$ cat src/design/mips_pkg.sv
////////////////////////////////////////
// mips core shared definitions
// widths, opcodes, alu codes and the instruction word view
////////////////////////////////////////
package mips_pkg;

    typedef logic [31:0] word_t;
    typedef logic [4:0]  reg_addr_t;

    typedef struct packed {
        logic [5:0] opcode;
        reg_addr_t  rs;
        reg_addr_t  rt;
        reg_addr_t  rd;
        logic [4:0] shamt;
        logic [5:0] funct;
    } r_fmt_t;

    typedef struct packed {
        logic [5:0]  opcode;
        reg_addr_t   rs;
        reg_addr_t   rt;
        logic [15:0] imm;
    } i_fmt_t;

    // one instruction word, read as R or I format
    typedef union packed {
        r_fmt_t r;
        i_fmt_t i;
    } instr_u;

    localparam logic [5:0] OP_RTYPE = 6'h00;
    localparam logic [5:0] OP_ADDI  = 6'h08;
    localparam logic [5:0] OP_LW    = 6'h23;
    localparam logic [5:0] OP_SW    = 6'h2b;
    localparam logic [5:0] OP_BEQ   = 6'h04;
    localparam logic [5:0] OP_BNE   = 6'h05;

    localparam logic [5:0] FN_ADD = 6'h20;
    localparam logic [5:0] FN_SUB = 6'h22;
    localparam logic [5:0] FN_AND = 6'h24;
    localparam logic [5:0] FN_OR  = 6'h25;
    localparam logic [5:0] FN_SLT = 6'h2a;

    localparam logic [3:0] ALU_AND = 4'b0000;
    localparam logic [3:0] ALU_OR  = 4'b0001;
    localparam logic [3:0] ALU_ADD = 4'b0010;
    localparam logic [3:0] ALU_SUB = 4'b0110;
    localparam logic [3:0] ALU_SLT = 4'b0111;

    localparam word_t PC_RESET   = 32'h0040_0000;
    localparam int    IMEM_WORDS = 256;     // word offset from PC_RESET
    localparam int    DMEM_WORDS = 256;     // address bits 9:2

    localparam logic [1:0] STALL_ALU  = 2'd1;   // bubbles behind alu or addi
    localparam logic [1:0] STALL_LOAD = 2'd2;   // bubbles behind lw

endpackage

$ cat src/design/execute_stage.sv
////////////////////////////////////////
// execute stage
// id/ex register, alu control and alu
////////////////////////////////////////
`timescale 1ns/1ps

module execute_stage (
    input  logic                  SYS_clk,
    input  logic                  SYS_reset,
    input  logic                  bubble,
    input  mips_pkg::instr_u      d_instr,
    input  mips_pkg::word_t       rs_val,
    input  mips_pkg::word_t       rt_val,
    input  mips_pkg::word_t       imm_ext,
    input  mips_pkg::reg_addr_t   dest_reg,
    input  logic                  reg_write,
    input  logic                  mem_read,
    input  logic                  mem_write,
    input  logic                  mem_to_reg,
    input  logic                  alu_src_imm,
    input  logic                  alu_is_rtype,
    output mips_pkg::instr_u      ex_instr,
    output mips_pkg::word_t       alu_result,
    output mips_pkg::word_t       store_data,
    output mips_pkg::reg_addr_t   ex_dest,
    output logic                  ex_reg_write,
    output logic                  ex_mem_read,
    output logic                  ex_mem_write,
    output logic                  ex_mem_to_reg
);
    mips_pkg::word_t ex_a;
    mips_pkg::word_t ex_b;
    mips_pkg::word_t ex_imm;
    mips_pkg::word_t alu_in_b;
    logic            ex_src_imm;
    logic            ex_is_rtype;
    logic [3:0]      alu_ctrl;

    always_ff @(posedge SYS_clk)
    begin
        if (SYS_reset || bubble)
        begin
            ex_instr      <= '0;                // nop into execute
            ex_reg_write  <= 1'b0;
            ex_mem_read   <= 1'b0;
            ex_mem_write  <= 1'b0;
            ex_mem_to_reg <= 1'b0;
            ex_src_imm    <= 1'b0;
            ex_is_rtype   <= 1'b0;
        end
        else
        begin
            ex_instr      <= d_instr;
            ex_reg_write  <= reg_write;
            ex_mem_read   <= mem_read;
            ex_mem_write  <= mem_write;
            ex_mem_to_reg <= mem_to_reg;
            ex_src_imm    <= alu_src_imm;
            ex_is_rtype   <= alu_is_rtype;
        end
    end

    always_ff @(posedge SYS_clk)
    begin
        ex_a    <= rs_val;
        ex_b    <= rt_val;
        ex_imm  <= imm_ext;
        ex_dest <= dest_reg;
    end

    always_comb
    begin
        alu_ctrl = mips_pkg::ALU_ADD;           // addi, lw, sw address
        if (ex_is_rtype)
        begin
            case (ex_instr.r.funct)
                mips_pkg::FN_ADD: alu_ctrl = mips_pkg::ALU_ADD;
                mips_pkg::FN_SUB: alu_ctrl = mips_pkg::ALU_SUB;
                mips_pkg::FN_AND: alu_ctrl = mips_pkg::ALU_AND;
                mips_pkg::FN_OR:  alu_ctrl = mips_pkg::ALU_OR;
                mips_pkg::FN_SLT: alu_ctrl = mips_pkg::ALU_SLT;
                default:          alu_ctrl = mips_pkg::ALU_ADD;
            endcase
        end
    end

    assign alu_in_b = ex_src_imm ? ex_imm : ex_b;

    always_comb
    begin
        case (alu_ctrl)
            mips_pkg::ALU_SUB: alu_result = ex_a - alu_in_b;
            mips_pkg::ALU_AND: alu_result = ex_a & alu_in_b;
            mips_pkg::ALU_OR:  alu_result = ex_a | alu_in_b;
            mips_pkg::ALU_SLT: alu_result = {31'd0, $signed(ex_a) < $signed(alu_in_b)};
            default:           alu_result = ex_a + alu_in_b;
        endcase
    end

    assign store_data = ex_b;

endmodule

$ cat config.mk
export PLATFORM = sky130hd
export DESIGN_NAME = execute_stage
export DESIGN_NICKNAME = d
export VERILOG_FILES = /design/src/design/mips_pkg.sv /design/src/design/execute_stage.sv
export SDC_FILE = /design/constraint.sdc
export NUM_CORES = 1
export LEC_CHECK = 0
export ABC_CLOCK_PERIOD_IN_PS = 6960
export BUFFER_PORTS_ARGS = -buffer_cell sky130_fd_sc_hd__buf_4
export CAP_MARGIN = 5
export CORE_ASPECT_RATIO = 1.25
export CORE_MARGIN = 2
export CORE_UTILIZATION = 33
export CTS_CLUSTER_DIAMETER = 50
export DETAILED_ROUTE_END_ITERATION = 7
export PLACE_DENSITY = 0.56
export RECOVER_POWER = 25
export SYNTH_ARGS = -nofsm -noshare
export SYNTH_HDL_FRONTEND = slang
export SYNTH_SLANG_ARGS = --single-unit
$ cat constraint.sdc
create_clock -name SYS_clk -period 6.96 [get_ports SYS_clk]
set_input_delay 0.696 -clock SYS_clk [delete_from_list [all_inputs] [get_ports SYS_clk]]
set_output_delay 0.696 -clock SYS_clk [all_outputs]
set_load 0.03 [all_outputs]
# Word level (Yosys, flattened, before mapping)
# Cells that the tools add are included.
[op_classes]
addsub = 2
n_eq_ne = 7
bitwise_logic = 2
reduce_logical = 2
n_lt_le_gt_ge = 1
muxes = 4
[op_table]
columns = ["op", "n"]
rows = [
  ["32-bit one-hot mux with 4 select lines", 1],
  ["32-bit adder", 1],
  ["32-bit bitwise AND", 1],
  ["32-bit less-than comparator", 1],
  ["32-bit two-way mux", 1],
  ["32-bit bitwise OR", 1],
  ["32-bit subtractor", 1],
  ["6-bit equality test, second input constant", 4],
  ["3-bit one-hot mux with 4 select lines", 1],
  ["3-bit equality test, second input constant", 2],
  ["4-bit logical NOT", 1],
  ["3-bit by 1-bit equality test with 1-bit output, second input constant", 1],
  ["3-bit two-way mux", 1],
  ["1-bit logical OR", 1],
]
[totals]
word_cells = 29
ff_bits = 139
output_inout_bits = 105
input_bits = 142

# Depth between registers and ports, before layout
# Gate-level depths: netlist (run 1).
[depth]
depth_word = 5
ltp_mapped = 17
depth_no_buf = 14

# Worst setup path after synthesis (run 1)
# Ideal clock, no wire load.
[synth_timing]
kind = "register -> output"
start = "register ex_src_imm"
end = "output port alu_result[16]"
arrival_time_ns = 3.869
stages_incl_launch_ff = 18
path_buffers = 3
setup_slack_ns = 2.395
t_required_ns = 6.264
path_cell_list = "dfxtp_1 -> clkbuf_1 -> buf_1 -> mux2i_1 -> inv_1 -> ha_1 -> inv_1 -> fa_1 -> nand2b_1 -> a21oi_2 -> o211ai_2 -> a2111oi_2 -> or2_1 -> buf_6 -> a21o_1 -> a21oi_1 -> a221o_1 -> a221o_1"
[synth_via]
elab_chain_len = 3
word_cells_on_any_way = 6
cone_classes = "add/sub (2); mux (2); bitwise (2)"
[synth_lines]
columns = ["element", "line", "rtl"]
rows = [
  ["start: declaration", "execute_stage.sv:35", "logic ex_src_imm;"],
  ["start signal: assignment", "execute_stage.sv:58", "ex_src_imm <= alu_src_imm;"],
  ["32-bit two-way mux (*)", "execute_stage.sv:87", "assign alu_in_b = ex_src_imm ? ex_imm : ex_b;"],
  ["32-bit adder (tied with other cells)", "execute_stage.sv:96", "default: alu_result = ex_a + alu_in_b;"],
  ["32-bit one-hot mux with 4 select lines (*)", "execute_stage.sv:91", "case (alu_ctrl)"],
  ["end: declaration", "execute_stage.sv:23", "output mips_pkg::word_t alu_result,"],
]
# Mark *: on every way between the ends. The rest lies on a longest branch, timed or not.

# Worst setup path after layout (run 1)
[layout_timing]
start = "register ex_src_imm"
end = "output port alu_result[27]"
# Same word-level chain as after synthesis.

==> results.py, run 1 <==
metrics = {
    "sta": {
        "finalHoldViolations": 0,
        "post-route-period-util_pct": 75.9,
        "tns_ps": 0,
        "fmax_ghz": 0.189,
        "setup_ws_ps": 1680,
        "max_slew_margin_pct": 28.1,
        "setup_viol": 0,
        "holdWs_ps": 371,
        "fin_crit_ps": 5280,
        "slew_viol_final": 0,
        "rsz0062_at_grt": "false",
        "worstMarginPinSlew_ps": 1080,
    },
    "clock_tree": {
        "postCtsSetupRepairBufs": 0,
        "cts_tree": "done",
        "cts_max_level": 4,
        "cts.reportedPaths.clkPinSlew_ps": 60,
        "cts.path.max_buffers": 2,
        "ctsResizeCount": 0,
        "cts_sinks": 139,
        "postCtsHoldBufs": 0,
        "root_buffer": "clkbuf_16",
        "cts_inserted_buffers": 17,
    },
    "routing": {
        "wl_per_cell_um": 16.8,
        "routed.top_layer": "met4",
        "wl_met2_um": 13100,
        "drtIter0Drc": 377,
        "wl_met1_um": 9930,
        "first_pass_iters": 5,
        "detailroute.via_count": 7587,
        "ant_nets": 0,
        "routed_wirelength_um": 25200,
        "met3_length_um": 1850,
        "drc": 0,
        "vias_per_cell": 5.05,
    },
    "finish": {
        "fin_nets": 1407,
        "area_growth_pct": 33.8,
        "drive_gt1_share_pct": 26.0,
        "nFillCells": 2468,
        "multi_input_area_um2": 4810,
        "instances_no_fill": 1501,
        "n_antenna_cell": 0,
        "regArea_um2": 2780,
    },
    "synth": {
        "synth_warnings": 0,
        "ys_seq_area_share_pct": 34.3,
        "async_flop_share_pct": 0,
        "synth.distinct_cells": 76,
        "syn-num-nets": 1171,
        "synth_edf_count": 0,
        "synth-main-ff-cell": "dfxtp_1",
        "synth_area_per_cell_um2": 8.80,
        "syn-instance-count": 922,
        "synth-seq-cells": 139,
        "syn_area_um2": 8110,
    },
    "outcome": {
        "status": "completed",
    },
    "placed_design": {
        "place_ws_ps": 2050,
        "place.gp.congestion": 0.876,
        "dp.cells": 1469,
        "port_buffers": 246,
        "place_hpwl_um": 19600,
    },
    "critical_path": {
        "crit_top_cell": "buf_4",
        "cp.required_ps": 6260,
        "critPathMaxFanout": 18,
        "crit_path_end_kind": "primary output",
        "critPathLaunchType": "flip-flop",
        "cp_num_cells": 12,
        "worstSetupPathType": "reg2out",
        "slowest_stage": "dfxtp_2",
        "crit_chain": "buf_4 -> mux2i_1 -> ha_1 -> or3_4 -> or3_1 -> o211ai_2 -> a31oi_2 -> o32ai_2 -> a2bb2oi_1 -> xor2_1 -> o221ai_1 -> buf_4",
        "critPathMaxStageDelay_ps": 650,
        "cp_num_buf_inv": 2,
        "crit_end": "alu_result[27]",
        "startpoint": "ex_src_imm",
        "critPathArrivalTime_ps": 4590,
        "crit_family": "compound AO/OA/AOI/OAI gates",
    },
    "floorplan": {
        "core_area_um2": 24300,
        "pin_count": 247,
        "die_h_um": 179,
        "row_count": 64,
        "die_area_um2": 25900,
        "initial_utilization_pct": 33.3,
        "floorplan.die.width_um": 144,
    },
    "global_routing": {
        "grt_antenna_before_repair": 0,
        "grt_overflow": 0,
        "grt_first_pass_wirelength_um": 39000,
        "grt_max_degree": 39,
        "grt_pass1_vias": 7628,
        "grt_use_total_pct": 19.5,
    },
    "power_and_ir_drop": {
        "fin_total_pwr_mw": 2.50,
        "power_leakage_nw": 5.18,
        "power_density_nw_per_um2": 230,
        "ir_worst_vdd_mv": 0.180,
    },
    "min_path": {
        "min_path_cells": 1,
        "hold_path.class": "in2reg",
    },
    "job": {
        "maxCapViolations": 0,
    },
}
[report_power, final]
part | leakage (nW) | switching [mW] | internal, mW
logic | 3.74 | 0.440 | 0.304
clock network | 0.270 | 0.366 | 0.529
registers | 1.16 | 0.0225 | 0.836
total | 5.18 | 0.829 | 1.67
[how the worst min path moves through the flow]
stage / from / endpoint / slack [ps]
3_3_place_gp: rt_val[20] / store_data[20] / 800
6_report: rs_val[9] / ex_a[9] / 370
2_1_floorplan: rs_val[0] / ex_a[0] / 720
4_1_cts: rs_val[31] / ex_a[31] / 350
5_1_grt: imm_ext[31] / ex_imm[31] / 360
3_5_place_dp: dest_reg[0] / ex_dest[0] / 800
[cells in the mapped netlist, types with 3 or more instances]
| library cell | count | area [um^2] |
|---|---|---|
| dfxtp_1 | 139 | 2780 |
| ha_1 | 105 | 1310 |
| inv_1 | 99 | 372 |
| nor2_1 | 73 | 274 |
| a21oi_1 | 64 | 320 |
| nand2_1 | 50 | 188 |
| and2_1 | 39 | 244 |
| mux2i_1 | 35 | 350 |
| o21ai_0 | 30 | 150 |
| clkbuf_1 | 27 | 101 |
| o211ai_1 | 19 | 143 |
| a21o_1 | 17 | 128 |
| o221ai_1 | 14 | 123 |
| a31oi_1 | 13 | 81.3 |
| o21bai_1 | 13 | 97.6 |
| o22ai_1 | 13 | 81.3 |
| xnor2_1 | 12 | 105 |
| a221oi_1 | 10 | 87.6 |
| nor3_1 | 10 | 50.1 |
| nand3_1 | 9 | 45.0 |
| a211oi_1 | 8 | 60.1 |
| nand2b_1 | 8 | 50.1 |
| nor2b_1 | 8 | 50.1 |
| or3_1 | 6 | 37.5 |
| and3_1 | 5 | 31.3 |
| o21a_1 | 5 | 37.5 |
| xor2_1 | 5 | 43.8 |
| buf_2 | 4 | 20.0 |
| nand4_1 | 4 | 25.0 |
| o21ai_1 | 4 | 20.0 |
| o31a_1 | 4 | 35.0 |
| a221o_1 | 3 | 30.0 |
| buf_1 | 3 | 11.3 |
| nor4_1 | 3 | 18.8 |
| o31ai_1 | 3 | 22.5 |
| or2_1 | 3 | 18.8 |
[metrics by stage]
stage | instance area (um^2) | utilization (%)
2_1_floorplan | 8110 | -
3_3_place_gp | 10300 | 42.2
3_5_place_dp | 10300 | 42.2
4_1_cts | 10900 | 44.6
5_1_grt | 10900 | 44.6
6_report | 10900 | 44.6
[layer usage]
| layer | up-vias | global-route usage, % |
|---|---|---|
| li1 | 3695 | - |
| met1 | 3598 | 21.5 |
| met2 | 273 | 36.0 |
| met3 | 21 | 5.80 |
| met4 | 0 | 5.62 |
| met5 | - | 0 |
[logic make-up (layout without fill, tap and decap cells)]
group / Yosys count / after routing / share of synthesized area (%)
compound gates: 261 / 261 / 22.8
xor+xnor: 17 / 17 / 1.84
fa+ha+maj: 107 / 107 / 16.7
buf+inv: 135 / 384 / 6.40
flops: 139 / 139 / 34.3
mux: 35 / 35 / 4.32
simple gates: 228 / 228 / 13.7
[area by class of cell]
type	count	share of cell area (%)
Timing Repair Buffer	252	17.4
Clock buffer	19	3.99
Sequential cell	139	25.7
Clock inverter	13	1.33
Inverter	100	3.46
Multi-Input combinational cell	648	44.3
Tap cell	330	3.80
[layout by cell type (no fill, tap or decap), drive strengths merged, types with 7 or more instances in the layout]
master  synthesis  layout
a31oi          14      14
clkbuf         27      80
dfxtp         139     139
buf             8     191
xnor2          12      12
o22ai          14      14
or3             7       7
o221ai         15      15
and2           39      39
o21ai          36      36
nor3           10      10
nand3           9       9
ha            105     105
nor2b           8       8
o21bai         13      13
nand2          50      50
o211ai         21      21
a221oi         10      10
a21o           18      18
a21oi          65      65
a211oi          8       8
inv            99     101
nand2b          8       8
nor2           73      73
mux2i          35      35
Power figures use the tool's default switching activity.
==> run 2, diff against run 1 <==
--- a/config.mk
+++ b/config.mk
@@ -5,7 +5,7 @@
 export SDC_FILE = /design/constraint.sdc
 export NUM_CORES = 1
 export LEC_CHECK = 0
-export ABC_CLOCK_PERIOD_IN_PS = 6960
+export ABC_CLOCK_PERIOD_IN_PS = 5000
 export BUFFER_PORTS_ARGS = -buffer_cell sky130_fd_sc_hd__buf_4
 export CAP_MARGIN = 5
 export CORE_ASPECT_RATIO = 1.25
==> constraint.sdc (replaced) <==
create_clock -name SYS_clk -period 5 [get_ports SYS_clk]
set_input_delay 0.5 -clock SYS_clk [delete_from_list [all_inputs] [get_ports SYS_clk]]
set_output_delay 0.5 -clock SYS_clk [all_outputs]
set_load 0.03 [all_outputs]
==> run 2 against run 1 <==
Compared with the run above:
- combinational power grew 40%
- core utilization grew 0.17 points
- final area grew 0.39%
- die area is the same
- wire length grew 1.6%
- hold slack lost 200 ps
- global-route usage grew 0.41 points
- largest cell class unchanged
==> results.py, run 2 (same netlist as run 1, synthesis figures left out) <==
metrics = {
    "outcome": {
        "status": "completed",
    },
    "routing": {
        "first_pass_iters": 5,
        "detailroute.via_count": 7599,
        "wl_per_cell_um": 17.0,
        "ant_nets": 0,
        "drc": 0,
        "drtIter0Drc": 375,
        "routed_wirelength_um": 25600,
        "vias_per_cell": 5.05,
    },
    "power_and_ir_drop": {
        "power_leakage_nw": 5.21,
        "ir_worst_vdd_mv": 0.219,
        "power_density_nw_per_um2": 323,
    },
    "sta": {
        "holdWs_ps": 174,
        "worstMarginPinSlew_ps": 834,
        "setup_viol": 0,
        "max_slew_margin_pct": 44.4,
        "post-route-period-util_pct": 93.8,
        "fin_crit_ps": 4690,
        "slew_viol_final": 0,
        "tns_ps": 0,
        "finalHoldViolations": 0,
        "fmax_ghz": 0.213,
        "rsz0062_at_grt": "false",
    },
    "global_routing": {
        "grt_first_pass_wirelength_um": 39800,
        "grt_antenna_before_repair": 0,
        "grt_use_total_pct": 19.9,
        "grt_max_degree": 39,
        "grt_pass1_vias": 7683,
        "grt_overflow": 0,
    },
    "placed_design": {
        "place_hpwl_um": 20000,
        "place.gp.congestion": 0.905,
        "dpl_cell_area_um2": 10300,
        "port_buffers": 246,
    },
    "clock_tree": {
        "cts.path.max_buffers": 2,
        "cts_inserted_buffers": 17,
        "cts_tree": "done",
        "postCtsHoldBufs": 0,
        "cts.reportedPaths.clkPinSlew_ps": 60,
        "cts_max_level": 4,
        "cts_sinks": 139,
        "root_buffer": "clkbuf_16",
    },
    "floorplan": {
        "pin_count": 247,
        "floorplan.die.width_um": 144,
        "die_area_um2": 25900,
        "die_h_um": 179,
        "row_count": 64,
        "core_area_um2": 24300,
        "initial_utilization_pct": 33.3,
    },
    "job": {
        "maxCapViolations": 0,
    },
    "critical_path": {
        "startpoint": "ex_src_imm",
        "critPathArrivalTime_ps": 4190,
        "worstSetupPathType": "reg2out",
        "critPathMaxFanout": 16,
        "crit_end": "alu_result[30]",
        "critPathLaunchType": "flip-flop",
        "cp.required_ps": 4500,
        "crit_path_end_kind": "primary output",
    },
    "finish": {
        "fin_util_pct": 44.8,
        "final_cell_mix": "195 x buf_4, 138 x dfxtp_1, 105 x ha_1",
        "fin_nets": 1411,
        "final_design_area_no_fill_um2": 10900,
        "area_growth_pct": 34.3,
        "drive_gt1_share_pct": 26.2,
        "n_antenna_cell": 0,
        "final_common_cell": "buf_4",
    },
    "min_path": {
        "hold_path.class": "in2reg",
    },
}
[run 2: area by class of cell]
class / instances / area, um^2
flip-flops and latches: 139 / 2780
fillers: 2484 / 13400
repair buffers: 256 / 1920
well taps: 330 / 413
multi-input cells: 648 / 4820
clock buffers: 21 / 440
inverters: 100 / 375
clock inverters: 11 / 145
[run 2: report_power, final]
group          total [mW]  internal [mW]  switching [mW]
clock                1.28          0.784           0.498
sequential           1.19           1.16          0.0304
combinational        1.04          0.423           0.617
[run 2: layer usage]
| metal | wire (um) | track usage, % |
|---|---|---|
| met5 | 0 | 0 |
| met3 | 1950 | 5.80 |
| met2 | 13100 | 36.1 |
| met4 | 401 | 6.07 |
| met1 | 10100 | 22.4 |
[run 2: worst max-delay path, stage by stage, from the launching register on]
cell and delay [ps]:
dfxtp_2 350, buf_4 320, mux2i_1 340, ha_1 410, or3_4 430, a2111oi_2 320, o22ai_2 230, o221ai_4 330
and4_1 250, o22ai_1 100, xnor2_1 140, o221ai_1 300, buf_4 230
[run 2: timing repair]
action | in CTS | in global routing
gates resized for setup | 0 | 1
setup endpoints to repair | 0 | 1
setup buffers | 0 | 0
[run 2: how the worst min path moves through the flow]
stage	start	end	slack [ps]	cells after the start
6_report	rt_val[25]	store_data[25]	170	1
5_1_grt	rs_val[5]	ex_a[5]	160	1
4_1_cts	rt_val[9]	store_data[9]	150	1
3_5_place_dp	rt_val[12]	store_data[12]	610	1
3_3_place_gp	dest_reg[0]	ex_dest[0]	600	1
2_1_floorplan	rs_val[0]	ex_a[0]	530	0
[run 2: stage by stage]
step                      worst slack [ps]  power, mW  cells
after floorplan                        631       1.89    922
after CTS                              270       3.56   1505
after global placement                 823       2.25   1473
after global routing                  34.6       3.69   1505
after detailed placement               742       2.26   1473
final                                  308       3.52   1505
==> run 3, diff against run 2 <==
--- a/config.mk
+++ b/config.mk
@@ -8,7 +8,6 @@
 export ABC_CLOCK_PERIOD_IN_PS = 5000
 export BUFFER_PORTS_ARGS = -buffer_cell sky130_fd_sc_hd__buf_4
 export CAP_MARGIN = 5
-export CORE_ASPECT_RATIO = 1.25
 export CORE_MARGIN = 2
 export CORE_UTILIZATION = 33
 export CTS_CLUSTER_DIAMETER = 50
==> run 3 against run 2 <==
Compared with the run above:
- total power shrank 2.4%
- die area barely moved
- global-route usage is 0.98 points lower
- largest power group unchanged
- highest routed layer unchanged
==> results.py, run 3 (same netlist as run 1, synthesis figures left out) <==
metrics = {
    "power_and_ir_drop": {
        "fin_total_pwr_mw": 3.43,
        "p_clk_share_pct": 35.1,
        "p_int_mw": 2.24,
        "power_density_nw_per_um2": 316,
        "p_sw_mw": 1.20,
        "switching_share_pct": 34.8,
        "power_leakage_nw": 5.21,
        "ir_worst_vdd_mv": 0.196,
        "seqPwrFrac_pct": 34.7,
        "pwr-share-comb_pct": 30.2,
    },
    "finish": {
        "drive_gt1_share_pct": 26.5,
        "final_common_cell": "buf_4",
        "final_cell_mix": "198 x buf_4, 138 x dfxtp_1, 105 x ha_1",
        "fin_nets": 1414,
        "n_antenna_cell": 0,
        "area_growth_pct": 34.1,
    },
    "placed_design": {
        "place_hpwl_um": 19300,
        "port_buffers": 246,
        "place.gp.congestion": 0.872,
    },
    "global_routing": {
        "busiest_layer": "met2",
        "met1_usage_pct": 22.5,
        "grtUsageMet3_pct": 7.13,
        "grt_use_total_pct": 18.9,
        "grt_overflow": 0,
        "grt_first_pass_wirelength_um": 38800,
        "grt_max_degree": 28,
        "grt_pass1_vias": 7422,
        "met2_usage_pct": 31.9,
        "grt_antenna_before_repair": 0,
    },
    "critical_path": {
        "worstSetupPathType": "reg2out",
        "crit_path_end_kind": "primary output",
        "cp.required_ps": 4500,
        "critPathLaunchType": "flip-flop",
        "critPathMaxFanout": 18,
        "critPathArrivalTime_ps": 4290,
    },
    "floorplan": {
        "die_h_um": 161,
        "row_count": 57,
        "initial_utilization_pct": 33.5,
        "die_area_um2": 25900,
        "pin_count": 247,
        "core_area_um2": 24200,
        "floorplan.die.width_um": 161,
    },
    "sta": {
        "slew_viol_final": 0,
        "tns_ps": 0,
        "finalHoldViolations": 0,
        "post-route-period-util_pct": 95.9,
        "fmax_ghz": 0.209,
        "worstMarginPinSlew_ps": 904,
        "setup_viol": 0,
        "rsz0062_at_grt": "false",
        "fin_crit_ps": 4790,
        "max_slew_margin_pct": 39.7,
    },
    "routing": {
        "detailroute.via_count": 7511,
        "routed_wirelength_um": 24800,
        "wl_per_cell_um": 16.5,
        "ant_nets": 0,
        "drc": 0,
        "drtIter0Drc": 468,
        "first_pass_iters": 5,
        "vias_per_cell": 5.00,
    },
    "clock_tree": {
        "cts.path.max_buffers": 2,
        "cts.reportedPaths.clkPinSlew_ps": 60,
        "root_buffer": "clkbuf_16",
        "cts_inserted_buffers": 17,
        "ctsResizeCount": 0,
        "postCtsHoldBufs": 0,
        "postCtsSetupRepairBufs": 0,
        "cts_tree": "done",
        "cts_max_level": 4,
        "cts_sinks": 139,
    },
    "job": {
        "maxCapViolations": 0,
    },
    "outcome": {
        "status": "completed",
    },
    "min_path": {
        "hold_path.class": "in2reg",
    },
}
-- run 3: changes by cell type in the layout (fill, tap and decap cells not counted), sizes merged --
cell,delta
inv,+8
clkbuf,-5
buf,+4
bufinv,-3
clkinv,-1
clkinvlp,-1
-- run 3: final cells by class --
| class | instances | area, um^2 |
|---|---|---|
| clock buffers | 17 | 425 |
| multi-input cells | 648 | 4810 |
| flip-flops and latches | 139 | 2780 |
| repair buffers | 259 | 1950 |
| well taps | 324 | 405 |
| clock inverters | 14 | 125 |
| inverters | 100 | 375 |
| fillers | 2470 | 13400 |
-- run 3: power by group through the flow --
stage	Clock (mW)	Sequential, mW	Combinational (mW)
floorplan	0	1.27	0.621
global placement	0	1.22	1.03
detailed placement	0	1.22	1.03
CTS	1.25	1.19	1.04
global route	1.29	1.20	1.13
finish	1.20	1.19	1.04
-- run 3: worst max-delay path, stage by stage, from the launching register on --
cell and delay (ps):
dfxtp_2 350, buf_6 270, mux2i_1 420, inv_1 130, fa_1 430, nor2_1 160, o311a_1 200, o21a_1 220
o22ai_2 180, o221ai_4 340, and4_1 270, o22ai_1 120, xnor2_1 140, o221ai_1 360, buf_4 240
-- run 3: path summary, 6_finish.rpt --
kind | from | end | slack [ps] | cells after the start
hold / removal | rs_val[23] | ex_a[23] | 170 | 1
setup / recovery | ex_src_imm | alu_result[30] | 210 | 14
-- run 3: layer usage --
layer  share of wire (%)  wire, um  up-vias
li1                    -         -     3706
met1                  42     10400     3462
met2                  47     11700      313
met3                 9.5      2350       30
met4                 1.5       381        0
met5                   0         0        -
-- run 3: per-stage QoR --
step	std cells	area, um^2	hold slack, ps	utilization [%]	setup WS (ps)
4_1_cts	1501	10900	135	44.8	128
5_1_grt	1501	10900	156	44.9	5.41
3_3_place_gp	1470	10300	605	42.6	709
2_1_floorplan	922	8110	528	-	631
6_report	1501	10900	171	44.9	207
3_5_place_dp	1470	10300	605	42.6	628
